===== config.mk =====
export PLATFORM = sky130hd
export DESIGN_NAME = merge_engine_top
export DESIGN_NICKNAME = d
export VERILOG_FILES = /design/src/design/merge_pkg.sv /design/src/design/merge_sync_fifo.sv /design/src/design/merge_config_decode.sv /design/src/design/merge_field_execute.sv /design/src/design/merge_engine_top.sv
export VERILOG_INCLUDE_DIRS = /design/src /design/src/design
export SDC_FILE = /design/constraint.sdc
export NUM_CORES = 1
export LEC_CHECK = 0
export ABC_AREA = 1
export BUFFER_PORTS_ARGS = -buffer_cell sky130_fd_sc_hd__buf_2
export CORE_UTILIZATION = 50
export DETAILED_ROUTE_END_ITERATION = 7
export GPL_TIMING_DRIVEN = 0
export HOLD_SLACK_MARGIN = 0.03
export PLACE_DENSITY = 0.67
export SKIP_LAST_GASP = 1
export SLEW_MARGIN = 0
export SYNTH_ARGS = -nofsm -noshare
export SYNTH_HDL_FRONTEND = slang
export SYNTH_HIERARCHICAL = 1
export SYNTH_SLANG_ARGS = --single-unit

===== constraint.sdc =====
create_clock -name ap_clk -period 11 [get_ports ap_clk]
set_clock_uncertainty 0.1 [all_clocks]
set_input_delay 2.2 -clock ap_clk [delete_from_list [all_inputs] [get_ports ap_clk]]
set_output_delay 2.2 -clock ap_clk [all_outputs]
set_load 0.005 [all_outputs]

===== src/design/merge_params.svh =====
// --------------------------------------------------
// sizes shared by the merge engine and its testbench
// --------------------------------------------------
`ifndef MERGE_PARAMS_SVH
`define MERGE_PARAMS_SVH

// fields carried by one data packet
`define MERGE_NUM_FIELDS 4

// field and result width
`define MERGE_FIELD_W 32

// memory byte offset width
`define MERGE_ADDR_W 16

// word offsets owned by one engine
`define MERGE_SEQ_WIDTH 16

// depth of config and result FIFOs
`define MERGE_FIFO_DEPTH 8

`endif


===== src/design/merge_pkg.sv =====
// --------------------------------------------------
// merge engine types: response command, reduction
// operation, configuration and result records
// --------------------------------------------------
`include "merge_params.svh"

package merge_pkg;

// enough bits to count every field of a packet
localparam int RESULT_COUNT_W = $clog2(`MERGE_NUM_FIELDS + 1);

// memory response command
typedef enum logic [1:0] {
    CMD_INVALID     = 2'd0,
    CMD_MEM_READ    = 2'd1,
    CMD_MEM_WRITE   = 2'd2,
    CMD_MEM_PROGRAM = 2'd3
} merge_cmd_e;

// reduction applied to the masked fields
// min and max compare unsigned, sum wraps
typedef enum logic [1:0] {
    MERGE_SUM = 2'd0,
    MERGE_MIN = 2'd1,
    MERGE_MAX = 2'd2,
    MERGE_OR  = 2'd3
} merge_op_e;

// one assembled configuration
typedef struct packed {
    logic [`MERGE_NUM_FIELDS-1:0] merge_mask;
    merge_op_e                    merge_op;
} merge_config_t;

// result queue entry
typedef struct packed {
    logic [`MERGE_FIELD_W-1:0] data;
    logic [RESULT_COUNT_W-1:0] count;
} merge_result_t;

endpackage : merge_pkg


===== src/design/merge_sync_fifo.sv =====
// --------------------------------------------------
// synchronous show-ahead FIFO, any payload type
// --------------------------------------------------
`timescale 1ns/1ns

module merge_sync_fifo #(
    parameter type payload_t = logic,
    parameter int  DEPTH     = 8
) (
    input  logic     ap_clk,
    input  logic     rst_n,
    input  logic     push,
    input  payload_t push_data,
    input  logic     pop,
    output payload_t pop_data,
    output logic     empty,
    output logic     full,
    output logic     almost_full
);

localparam int               PTR_W = (DEPTH > 1) ? $clog2(DEPTH) : 1;
localparam int               CNT_W = $clog2(DEPTH + 1);
localparam logic [PTR_W-1:0] LAST  = PTR_W'(DEPTH - 1);

payload_t         mem [DEPTH];
logic [PTR_W-1:0] wr_ptr;
logic [PTR_W-1:0] rd_ptr;
logic [CNT_W-1:0] count;
logic             do_push;
logic             do_pop;

// requests against a full or empty queue are dropped
assign do_push = push & ~full;
assign do_pop  = pop & ~empty;

always_ff @(posedge ap_clk) begin
    if (!rst_n) begin
        wr_ptr <= '0;
        rd_ptr <= '0;
        count  <= '0;
    end else begin
        if (do_push) begin
            wr_ptr <= (wr_ptr == LAST) ? '0 : wr_ptr + 1'b1;
        end
        if (do_pop) begin
            rd_ptr <= (rd_ptr == LAST) ? '0 : rd_ptr + 1'b1;
        end
        case ({do_push, do_pop})
            2'b10:   count <= count + 1'b1;
            2'b01:   count <= count - 1'b1;
            default: count <= count;
        endcase
    end
end

always_ff @(posedge ap_clk) begin
    if (do_push) begin
        mem[wr_ptr] <= push_data;
    end
end

// head entry always visible
assign pop_data    = mem[rd_ptr];
assign empty       = (count == '0);
assign full        = (count == CNT_W'(DEPTH));
assign almost_full = (count >= CNT_W'(DEPTH - 1));

endmodule : merge_sync_fifo


===== src/design/merge_config_decode.sv =====
// --------------------------------------------------
// program response filter and merge configuration
// assembly for one engine's sequence window
// --------------------------------------------------
`timescale 1ns/1ns
`include "merge_params.svh"

module merge_config_decode #(
    parameter int unsigned SEQ_MIN = 0
) (
    input  logic                      ap_clk,
    input  logic                      rst_n,
    input  logic                      mem_valid,
    input  merge_pkg::merge_cmd_e     mem_cmd,
    input  logic [`MERGE_ADDR_W-1:0]  mem_offset,
    input  logic [3:0]                mem_shift,
    input  logic [`MERGE_FIELD_W-1:0] mem_data,
    output logic                      cfg_push,
    output merge_pkg::merge_config_t  cfg_word
);

import merge_pkg::*;

localparam int unsigned SEQ_END = SEQ_MIN + `MERGE_SEQ_WIDTH;

// --------------------------------------------------
// registered reset and input
// --------------------------------------------------
logic                         rst_q;
logic                         mem_valid_q;
merge_cmd_e                   mem_cmd_q;
logic [`MERGE_ADDR_W-1:0]     mem_offset_q;
logic [3:0]                   mem_shift_q;
logic [`MERGE_NUM_FIELDS-1:0] mem_low_q;

// --------------------------------------------------
// filter and sequence state
// --------------------------------------------------
logic [`MERGE_ADDR_W-1:0]     word_index;
logic                         in_window;
logic                         word_accept;
logic [1:0]                   seq_q;
logic [`MERGE_NUM_FIELDS-1:0] mask_q;

always_ff @(posedge ap_clk) begin
    rst_q <= rst_n;
end

always_ff @(posedge ap_clk) begin
    if (!rst_q) begin
        mem_valid_q <= 1'b0;
    end else begin
        mem_valid_q <= mem_valid;
    end
end

// only the low data bits ever reach a configuration
always_ff @(posedge ap_clk) begin
    mem_cmd_q    <= mem_cmd;
    mem_offset_q <= mem_offset;
    mem_shift_q  <= mem_shift;
    mem_low_q    <= mem_data[`MERGE_NUM_FIELDS-1:0];
end

// byte offset to word index
assign word_index  = mem_offset_q >> mem_shift_q;
assign in_window   = (word_index >= SEQ_MIN) && (word_index < SEQ_END);
assign word_accept = mem_valid_q && (mem_cmd_q == CMD_MEM_PROGRAM) && in_window;

// one-hot sequence: bit 0 waits for the mask word, bit 1 for the op word
always_ff @(posedge ap_clk) begin
    if (!rst_q) begin
        seq_q    <= 2'b01;
        cfg_push <= 1'b0;
    end else begin
        cfg_push <= 1'b0;
        if (word_accept) begin
            if (seq_q[0] && (word_index == SEQ_MIN)) begin
                seq_q <= 2'b10;
            end else if (seq_q[1]) begin
                seq_q    <= 2'b01;
                cfg_push <= 1'b1;
            end
        end
    end
end

// mask and op capture
always_ff @(posedge ap_clk) begin
    if (word_accept && seq_q[0] && (word_index == SEQ_MIN)) begin
        mask_q <= mem_low_q;
    end
    if (word_accept && seq_q[1]) begin
        cfg_word.merge_mask <= mask_q;
        cfg_word.merge_op   <= merge_op_e'(mem_low_q[$bits(merge_op_e)-1:0]);
    end
end

endmodule : merge_config_decode


===== src/design/merge_field_execute.sv =====
// --------------------------------------------------
// active configuration and masked field reduction
// --------------------------------------------------
`timescale 1ns/1ns
`include "merge_params.svh"

module merge_field_execute (
    input  logic                                                ap_clk,
    input  logic                                                rst_n,
    input  logic                                                cfg_empty,
    input  merge_pkg::merge_config_t                            cfg_word,
    input  logic                                                data_valid,
    input  logic [`MERGE_NUM_FIELDS-1:0][`MERGE_FIELD_W-1:0]    data_fields,
    input  logic                                                res_almost_full,
    output logic                                                cfg_pop,
    output logic                                                data_ready,
    output logic                                                res_push,
    output merge_pkg::merge_result_t                            res_word
);

import merge_pkg::*;

logic          rst_q;
merge_config_t active_cfg;
logic          cfg_valid;
logic          cfg_ready_q;
logic          data_accept;

// --------------------------------------------------
// reduction helpers
// --------------------------------------------------
function automatic logic [`MERGE_FIELD_W-1:0] reduce_fields(
    input merge_config_t                                cfg,
    input logic [`MERGE_NUM_FIELDS-1:0][`MERGE_FIELD_W-1:0] fields
);
    logic [`MERGE_FIELD_W-1:0] acc;
    logic                      seen;
    acc  = '0;
    seen = 1'b0;
    for (int i = 0; i < `MERGE_NUM_FIELDS; i++) begin
        if (cfg.merge_mask[i]) begin
            if (!seen) begin
                // first selected field seeds the accumulator
                acc  = fields[i];
                seen = 1'b1;
            end else begin
                case (cfg.merge_op)
                    MERGE_SUM: acc = acc + fields[i];
                    MERGE_MIN: acc = (fields[i] < acc) ? fields[i] : acc;
                    MERGE_MAX: acc = (fields[i] > acc) ? fields[i] : acc;
                    default:   acc = acc | fields[i];
                endcase
            end
        end
    end
    return acc;
endfunction

function automatic logic [RESULT_COUNT_W-1:0] count_mask(
    input logic [`MERGE_NUM_FIELDS-1:0] mask
);
    logic [RESULT_COUNT_W-1:0] n;
    n = '0;
    for (int i = 0; i < `MERGE_NUM_FIELDS; i++) begin
        n = n + RESULT_COUNT_W'(mask[i]);
    end
    return n;
endfunction

always_ff @(posedge ap_clk) begin
    rst_q <= rst_n;
end

// any pending configuration replaces the active one
assign cfg_pop = ~cfg_empty;

// packets wait one cycle after a load, and never with a queued config
// or with fewer than two free result slots
assign data_ready  = cfg_ready_q & cfg_empty & ~res_almost_full;
assign data_accept = data_valid & data_ready;

always_ff @(posedge ap_clk) begin
    if (!rst_q) begin
        cfg_valid   <= 1'b0;
        cfg_ready_q <= 1'b0;
        res_push    <= 1'b0;
    end else begin
        if (cfg_pop) begin
            cfg_valid <= 1'b1;
        end
        cfg_ready_q <= cfg_valid & cfg_empty;
        res_push    <= data_accept;
    end
end

always_ff @(posedge ap_clk) begin
    if (cfg_pop) begin
        active_cfg <= cfg_word;
    end
    if (data_accept) begin
        res_word.data  <= reduce_fields(active_cfg, data_fields);
        res_word.count <= count_mask(active_cfg.merge_mask);
    end
end

endmodule : merge_field_execute


===== src/design/merge_engine_top.sv =====
// --------------------------------------------------
// merge engine: decode, config FIFO, execute and
// result FIFO
// --------------------------------------------------
`timescale 1ns/1ns
`include "merge_params.svh"

module merge_engine_top #(
    parameter int unsigned SEQ_MIN = 0
) (
    input  logic                                             ap_clk,
    input  logic                                             rst_n,
    input  logic                                             mem_valid,
    input  merge_pkg::merge_cmd_e                            mem_cmd,
    input  logic [`MERGE_ADDR_W-1:0]                         mem_offset,
    input  logic [3:0]                                       mem_shift,
    input  logic [`MERGE_FIELD_W-1:0]                        mem_data,
    input  logic                                             data_valid,
    input  logic [`MERGE_NUM_FIELDS-1:0][`MERGE_FIELD_W-1:0] data_fields,
    output logic                                             data_ready,
    output logic                                             result_valid,
    output logic [`MERGE_FIELD_W-1:0]                        result_data,
    output logic [merge_pkg::RESULT_COUNT_W-1:0]             result_count,
    input  logic                                             result_ready
);

import merge_pkg::*;

logic          cfg_push;
merge_config_t cfg_in;
logic          cfg_pop;
merge_config_t cfg_head;
logic          cfg_empty;
logic          res_push;
merge_result_t res_in;
logic          res_almost_full;
merge_result_t res_head;
logic          res_empty;

merge_config_decode #(
    .SEQ_MIN(SEQ_MIN)
) u_decode (
    .ap_clk    (ap_clk),
    .rst_n     (rst_n),
    .mem_valid (mem_valid),
    .mem_cmd   (mem_cmd),
    .mem_offset(mem_offset),
    .mem_shift (mem_shift),
    .mem_data  (mem_data),
    .cfg_push  (cfg_push),
    .cfg_word  (cfg_in)
);

// pending configurations
merge_sync_fifo #(
    .payload_t(merge_config_t),
    .DEPTH    (`MERGE_FIFO_DEPTH)
) u_cfg_fifo (
    .ap_clk     (ap_clk),
    .rst_n      (rst_n),
    .push       (cfg_push),
    .push_data  (cfg_in),
    .pop        (cfg_pop),
    .pop_data   (cfg_head),
    .empty      (cfg_empty),
    .full       (),
    .almost_full()
);

merge_field_execute u_execute (
    .ap_clk         (ap_clk),
    .rst_n          (rst_n),
    .cfg_empty      (cfg_empty),
    .cfg_word       (cfg_head),
    .data_valid     (data_valid),
    .data_fields    (data_fields),
    .res_almost_full(res_almost_full),
    .cfg_pop        (cfg_pop),
    .data_ready     (data_ready),
    .res_push       (res_push),
    .res_word       (res_in)
);

// results waiting for the consumer
merge_sync_fifo #(
    .payload_t(merge_result_t),
    .DEPTH    (`MERGE_FIFO_DEPTH)
) u_res_fifo (
    .ap_clk     (ap_clk),
    .rst_n      (rst_n),
    .push       (res_push),
    .push_data  (res_in),
    .pop        (result_valid & result_ready),
    .pop_data   (res_head),
    .empty      (res_empty),
    .full       (),
    .almost_full(res_almost_full)
);

assign result_valid = ~res_empty;
assign result_data  = res_head.data;
assign result_count = res_head.count;

endmodule : merge_engine_top


==> results of run 1 <==
flip-flops by register name, summed over array words and instances (netlist names), 4 cells and up, named ones only:
name                   cells
u_decode/cfg_word          6
u_res_fifo/count           4
u_decode/mask_q            4
u_decode/mem_low_q         4
u_execute/active_cfg       6
u_decode/mem_offset_q     16
u_execute/res_word        35
u_cfg_fifo/count           4
u_cfg_fifo/mem            48
u_res_fifo/mem           280
u_decode/mem_shift_q       4
layer usage:
layer / part of all wire [%] / track usage, % / wire length, um
met3: 8.9 / 4.856 / 10100
met2: 46 / 54.23 / 52580
met5: 0.061 / 0 / 69
met1: 41 / 43.10 / 46350
met4: 3.9 / 13.08 / 4429
repair_timing:
action                     4_1_cts  5_1_grt
setup buffers                    0       10
setup endpoints to repair       32       32
pin swaps                        0        7
cloned                           0        0
gates resized for setup          9       50
stage by stage:
step                cell area, sq um  TNS (ps)
floorplan                      33350         0
global placement               35400    -32170
detailed placement             35660    -32700
CTS                            37110         0
global route                   37370    -153.9
finish                         37380         0
cell usage in the layout (no fill, tap or decap), types with 7 or more instances in the layout:
cell / instances
nand3_2: 10
buf_6: 12
or2_2: 11
nor2_4: 13
nor3_1: 27
inv_2: 24
nor4_1: 8
o22ai_1: 41
o21bai_1: 12
nor2_1: 332
nand2_2: 41
o21ai_1: 105
buf_4: 23
mux2i_1: 41
ha_1: 302
edfxtp_1: 379
clkbuf_16: 46
nand3b_1: 21
buf_1: 12
o21ai_2: 15
clkinv_1: 11
clkbuf_2: 8
nand4_1: 47
nand3_1: 229
buf_2: 228
buf_12: 17
o21a_2: 7
dfxtp_1: 61
o211ai_1: 26
inv_1: 521
clkbuf_1: 79
diode_2: 14
o21ai_0: 348
nor2_2: 42
nand2_1: 1064
a21oi_1: 332
o21a_1: 10
a21o_1: 14
clkinv_2: 13
worst paths after layout:
kind	from	endpoint	slack (ps)
max	data_fields[26]	u_execute/res_word[12]$_DFFE_PP_	300
min	u_decode/mem_low_q[2]$_DFF_P_	u_decode/mask_q[2]$_DFFE_PP_	310
max reg2reg	u_execute/active_cfg[2]$_DFFE_PN_	u_execute/res_word[12]$_DFFE_PP_	570
min reg2reg	u_decode/mem_low_q[2]$_DFF_P_	u_decode/mask_q[2]$_DFFE_PP_	310
power groups by stage:
stage	sequential [uW]	combinational, uW	clock, uW
2_1_floorplan	1830	318	0
3_3_place_gp	1830	489	0
3_5_place_dp	1830	490	0
4_1_cts	1790	493	1510
5_1_grt	1790	567	1580
6_report	1790	519	1480
worst register-to-register path, delay by kind of cell (launching register included):
kind	cells	cell delay (ps)
and+or+nand+nor	33	5390
buffers and inverters	12	2310
adders and majority gates	3	1170
DFF	1	860
AOI/OAI and AO/OA	2	350
layout make-up:
cell class / instances / area (sq um)
inverters: 554 / 2100
fillers: 6276 / 28480
clock inverters: 28 / 242.7
diodes: 14 / 35.03
multi-input cells: 3182 / 17820
plain buffers: 169 / 1075
repair buffers: 214 / 1239
flip-flops and latches: 440 / 12600
well taps: 864 / 1081
clock buffers: 56 / 1189
==> impl_metrics.yaml, run 1 <==
status:
  status: "finished, final reports clean"
cts:
  cts_buffers: 46
  clk_latency_ps: 600
  tritoncts: "done"
  clockBufferDepth: 3
  path_clk_slew_ps: 60
  clock-sinks: 440
  cts_htree_levels: 2
  cts-root-buf: "clkbuf_16"
  cts_hold_buf: 0
drt:
  routed_wl_um: 113500
  first_pass_iters: 8
  drt_iter0_drc: 3451
  wire_per_inst_um: 20.56
  ant_nets: 0
  drc: 0
  viasPerCell: 5.660
  dr_total_vias: 31250
placement:
  place_ws_ps: -1235
  dpl.hpwl_um: 86500
  gp_congestion: 1.005
  portBuffers: 195
  placed_cells: 5414
grt:
  track_usage_pct: 32.79
  grt_max_degree: 33
  grt_pass1_vias: 28590
  grt_first_pass_wirelength_um: 168400
  grt_overflow_total: 0
  antenna_found_initial: 20
finish:
  layout.nets: 5106
  fin_util_pct: 56.76
  area_delta_synth_final_pct: 12.10
  stdcell_count: 5521
  drive_gt1_share_pct: 12.21
setup_path:
  ff2ff_path_depth: 50
  cp.depth: 50
  crit_path_start_kind: "input port"
  cp_num_buf_inv: 12
  critPathArrivalTime_ps: 10920
  crit_fanout: 10
  crit_top_cell: "nand2_1"
  crit_slowest_cell: "ha_2"
  end_kind: "register"
  cpLargestDelayFamily: "simple AND/OR/NAND/NOR gates"
  critPathKind: "input port to register"
  required_ps: 11220
  slowest_delay_ps: 400
yosys:
  avgSynthCellArea_sq_um: 7.673
  syn_inst: 4346
  synth_fp_nets: 4845
  ys_warn_count: 6
  synth_area_sq_mm: 0.03335
die:
  io_pins: 224
  dieWidth_um: 260.3
  coreArea_sq_mm: 0.06586
  start_util_pct: 50.63
  die_area_sq_mm: 0.06773
  die_y_um: 260.3
  row_count: 94
pwr:
  comb_power_share_pct: 13.7
  ir_drop_uv: 138.9
  leakage_uw: 0.01735
  switchingPower_uw: 1015
  fin_total_pwr_uw: 3798
  clockPowerShare_pct: 39.1
  p_seq_share_pct: 47.3
  power.internal_uw: 2783
  power_density_mw_per_mm2: 101.6
  switching_share_pct: 26.71
timing:
  finalSetupViolCount: 0
  period_minus_slack_ps: 10700
  fin_ws_ps: 300.0
  finalCritPeriodShare_pct: 97.27
  slew_violations: 0
  hold_violations: 0
  holdWs_ps: 309.0
  fmax_ghz: 0.09346
  rsz0062_at_grt: "yes"
  max_slew_margin_pct: 21.79
  worst_pin_slew_ps: 1169
job:
  maxCapViolCount: 0
worst_hold_path:
  holdPathStages: 0
  hp-class: "register to register"
Note: power is estimated with default switching activity, not from simulation.
==> run 2, diff against run 1 <==
Settings changed: ABC_AREA 1 to not set.
==> run 2 against run 1 <==
  * The run now ends with negative setup slack left
  * Via count is 12% lower
  * Worst hold slack hardly changed
  * Global-route usage is 2.6 points higher
  * Clock-buffer cell count is 3 higher
  * Combinational power is 41% higher
  * Cell count is 23% lower
  * Register-to-register slack worse by 940 ps
  * Sequential power hardly changed
  * Critical endpoint is now u_execute/res_word[8]$_DFFE_PP_
  * Highest routed layer unchanged
==> impl_metrics.yaml, run 2 <==
grt:
  grt_pass1_vias: 26520
  grt_max_degree: 27
  grt_first_pass_wirelength_um: 167000
  antenna_found_initial: 19
  grt_overflow_total: 0
  track_usage_pct: 35.39
status:
  status: "complete, but fails checks"
  failed_checks: "negative setup slack"
pwr:
  leakage_uw: 0.01508
  ir_drop_uv: 105.8
  power_density_mw_per_mm2: 103.1
  fin_total_pwr_uw: 3915
setup_path:
  crit_path_start_kind: "register"
  slowest_delay_ps: 590
  required_ps: 11170
  ff2ff_path_depth: 47
  crit_top_cell: "buf_6"
  crit_slowest_cell: "edfxtp_1"
  critPathArrivalTime_ps: 11540
  crit_fanout: 10
  critPathKind: "register to register"
  end_kind: "register"
timing:
  fmax_ghz: 0.08793
  fin_ws_ps: -372.6
  finalSetupViolCount: 32
  max_slew_margin_pct: 3.204
  hold_violations: 0
  holdWs_ps: 308.8
  finalCritPeriodShare_pct: 103.4
  worst_pin_slew_ps: 1447
  period_minus_slack_ps: 11370
  rsz0062_at_grt: "yes"
  slew_violations: 0
finish:
  largest-register: "u_res_fifo/mem"
  drive_gt1_share_pct: 24.89
  area_delta_synth_final_pct: 21.70
  layout_commonest_cell: "edfxtp_1"
  final_cell_area_sq_mm: 0.03798
  layout.nets: 3881
  top_regs: "u_res_fifo/mem x280, u_cfg_fifo/mem x48, u_execute/res_word x35"
  layout_common_cells: "edfxtp_1, ha_1, inv_1"
  largest_reg_flops: 280
yosys:
  ys_warn_count: 6
  avgSynthCellArea_sq_um: 10.37
  synth_area_sq_mm: 0.03120
  synth_fp_nets: 3507
  syn_inst: 3008
drt:
  ant_nets: 0
  drc: 0
  first_pass_iters: 6
  drt_iter0_drc: 3040
  wire_per_inst_um: 27.13
  dr_total_vias: 27390
  viasPerCell: 6.434
  routed_wl_um: 115500
die:
  coreArea_sq_mm: 0.06171
  start_util_pct: 50.57
  dieWidth_um: 251.8
  die_area_sq_mm: 0.06341
  row_count: 91
  die_y_um: 251.8
  io_pins: 224
cts:
  cts_htree_levels: 2
  clk_latency_ps: 570
  cts-root-buf: "clkbuf_16"
  path_clk_slew_ps: 60
  clockBufferDepth: 3
  clock-sinks: 440
  tritoncts: "done"
  cts_buffers: 41
placement:
  place_area_sq_mm: 0.03357
  dpl.hpwl_um: 85130
  gp_congestion: 1.027
  place_ws_ps: -4033
  portBuffers: 195
job:
  maxCapViolCount: 0
worst_hold_path:
  hp-class: "register to register"
  holdPathStages: 0
-- run 2: stage by stage --
stage | TNS, ps | instances | util [%]
after floorplan | 0 | 3008 | -
after global placement | -106060 | 4040 | 53.84
after detailed placement | -106760 | 4064 | 54.40
after CTS | 0 | 4205 | 59.62
after global routing | -9416 | 4253 | 61.53
final | -8704 | 4256 | 61.54
-- run 2: worst paths after layout --
| path | endpoint | start | slack [ps] |
|---|---|---|---|
| setup / recovery | u_execute/res_word[8]$_DFFE_PP_ | u_execute/active_cfg[2]$_DFFE_PN_ | -370 |
| hold / removal | u_decode/mask_q[2]$_DFFE_PP_ | u_decode/mem_low_q[2]$_DFF_P_ | 310 |
| setup reg to reg | u_execute/res_word[8]$_DFFE_PP_ | u_execute/active_cfg[2]$_DFFE_PN_ | -370 |
| hold reg to reg | u_decode/mask_q[2]$_DFFE_PP_ | u_decode/mem_low_q[2]$_DFF_P_ | 310 |
-- run 2: power by group --
part           switching, uW  internal [uW]
sequential              4.16           1790
combinational            433            301
clock                    604            780
total                   1040           2870
-- run 2: cell type report --
type	count	area, sq um
buffer	160	1007
clock inverter	17	160.2
timing repair buffer	342	2372
antenna	4	10.01
inverter	258	968.4
multi-input combinational	2139	18660
clock buffer	59	1146
sequential	440	12600
fill	5129	23730
tap	837	1047
-- run 2: worst max-delay path, delay by kind of cell, from the launching register on --
family	cells	cell delay [ps]
fa+ha+maj	3	880
flops	1	590
buf+inv	15	3250
compound gates	17	3470
simple gates	12	2770
-- run 2: layer usage --
metal,part of all wire (%),routed length [um],vias up,global-route usage [%]
met5,0.16,182,-,0
met4,5.8,6749,26,17.61
met3,10,11580,448,8.542
met2,45,52120,1614,56.78
met1,39,44830,13300,44.69
li1,-,-,12000,-
-- run 2: what timing repair did --
item,CTS,global route
pin swaps,66,95
gates cloned,2,3
buffers inserted,72,47
endpoints found under the setup margin,32,32
endpoints found under the hold margin,0,0
gates resized for setup,290,171
hold buffers,0,0
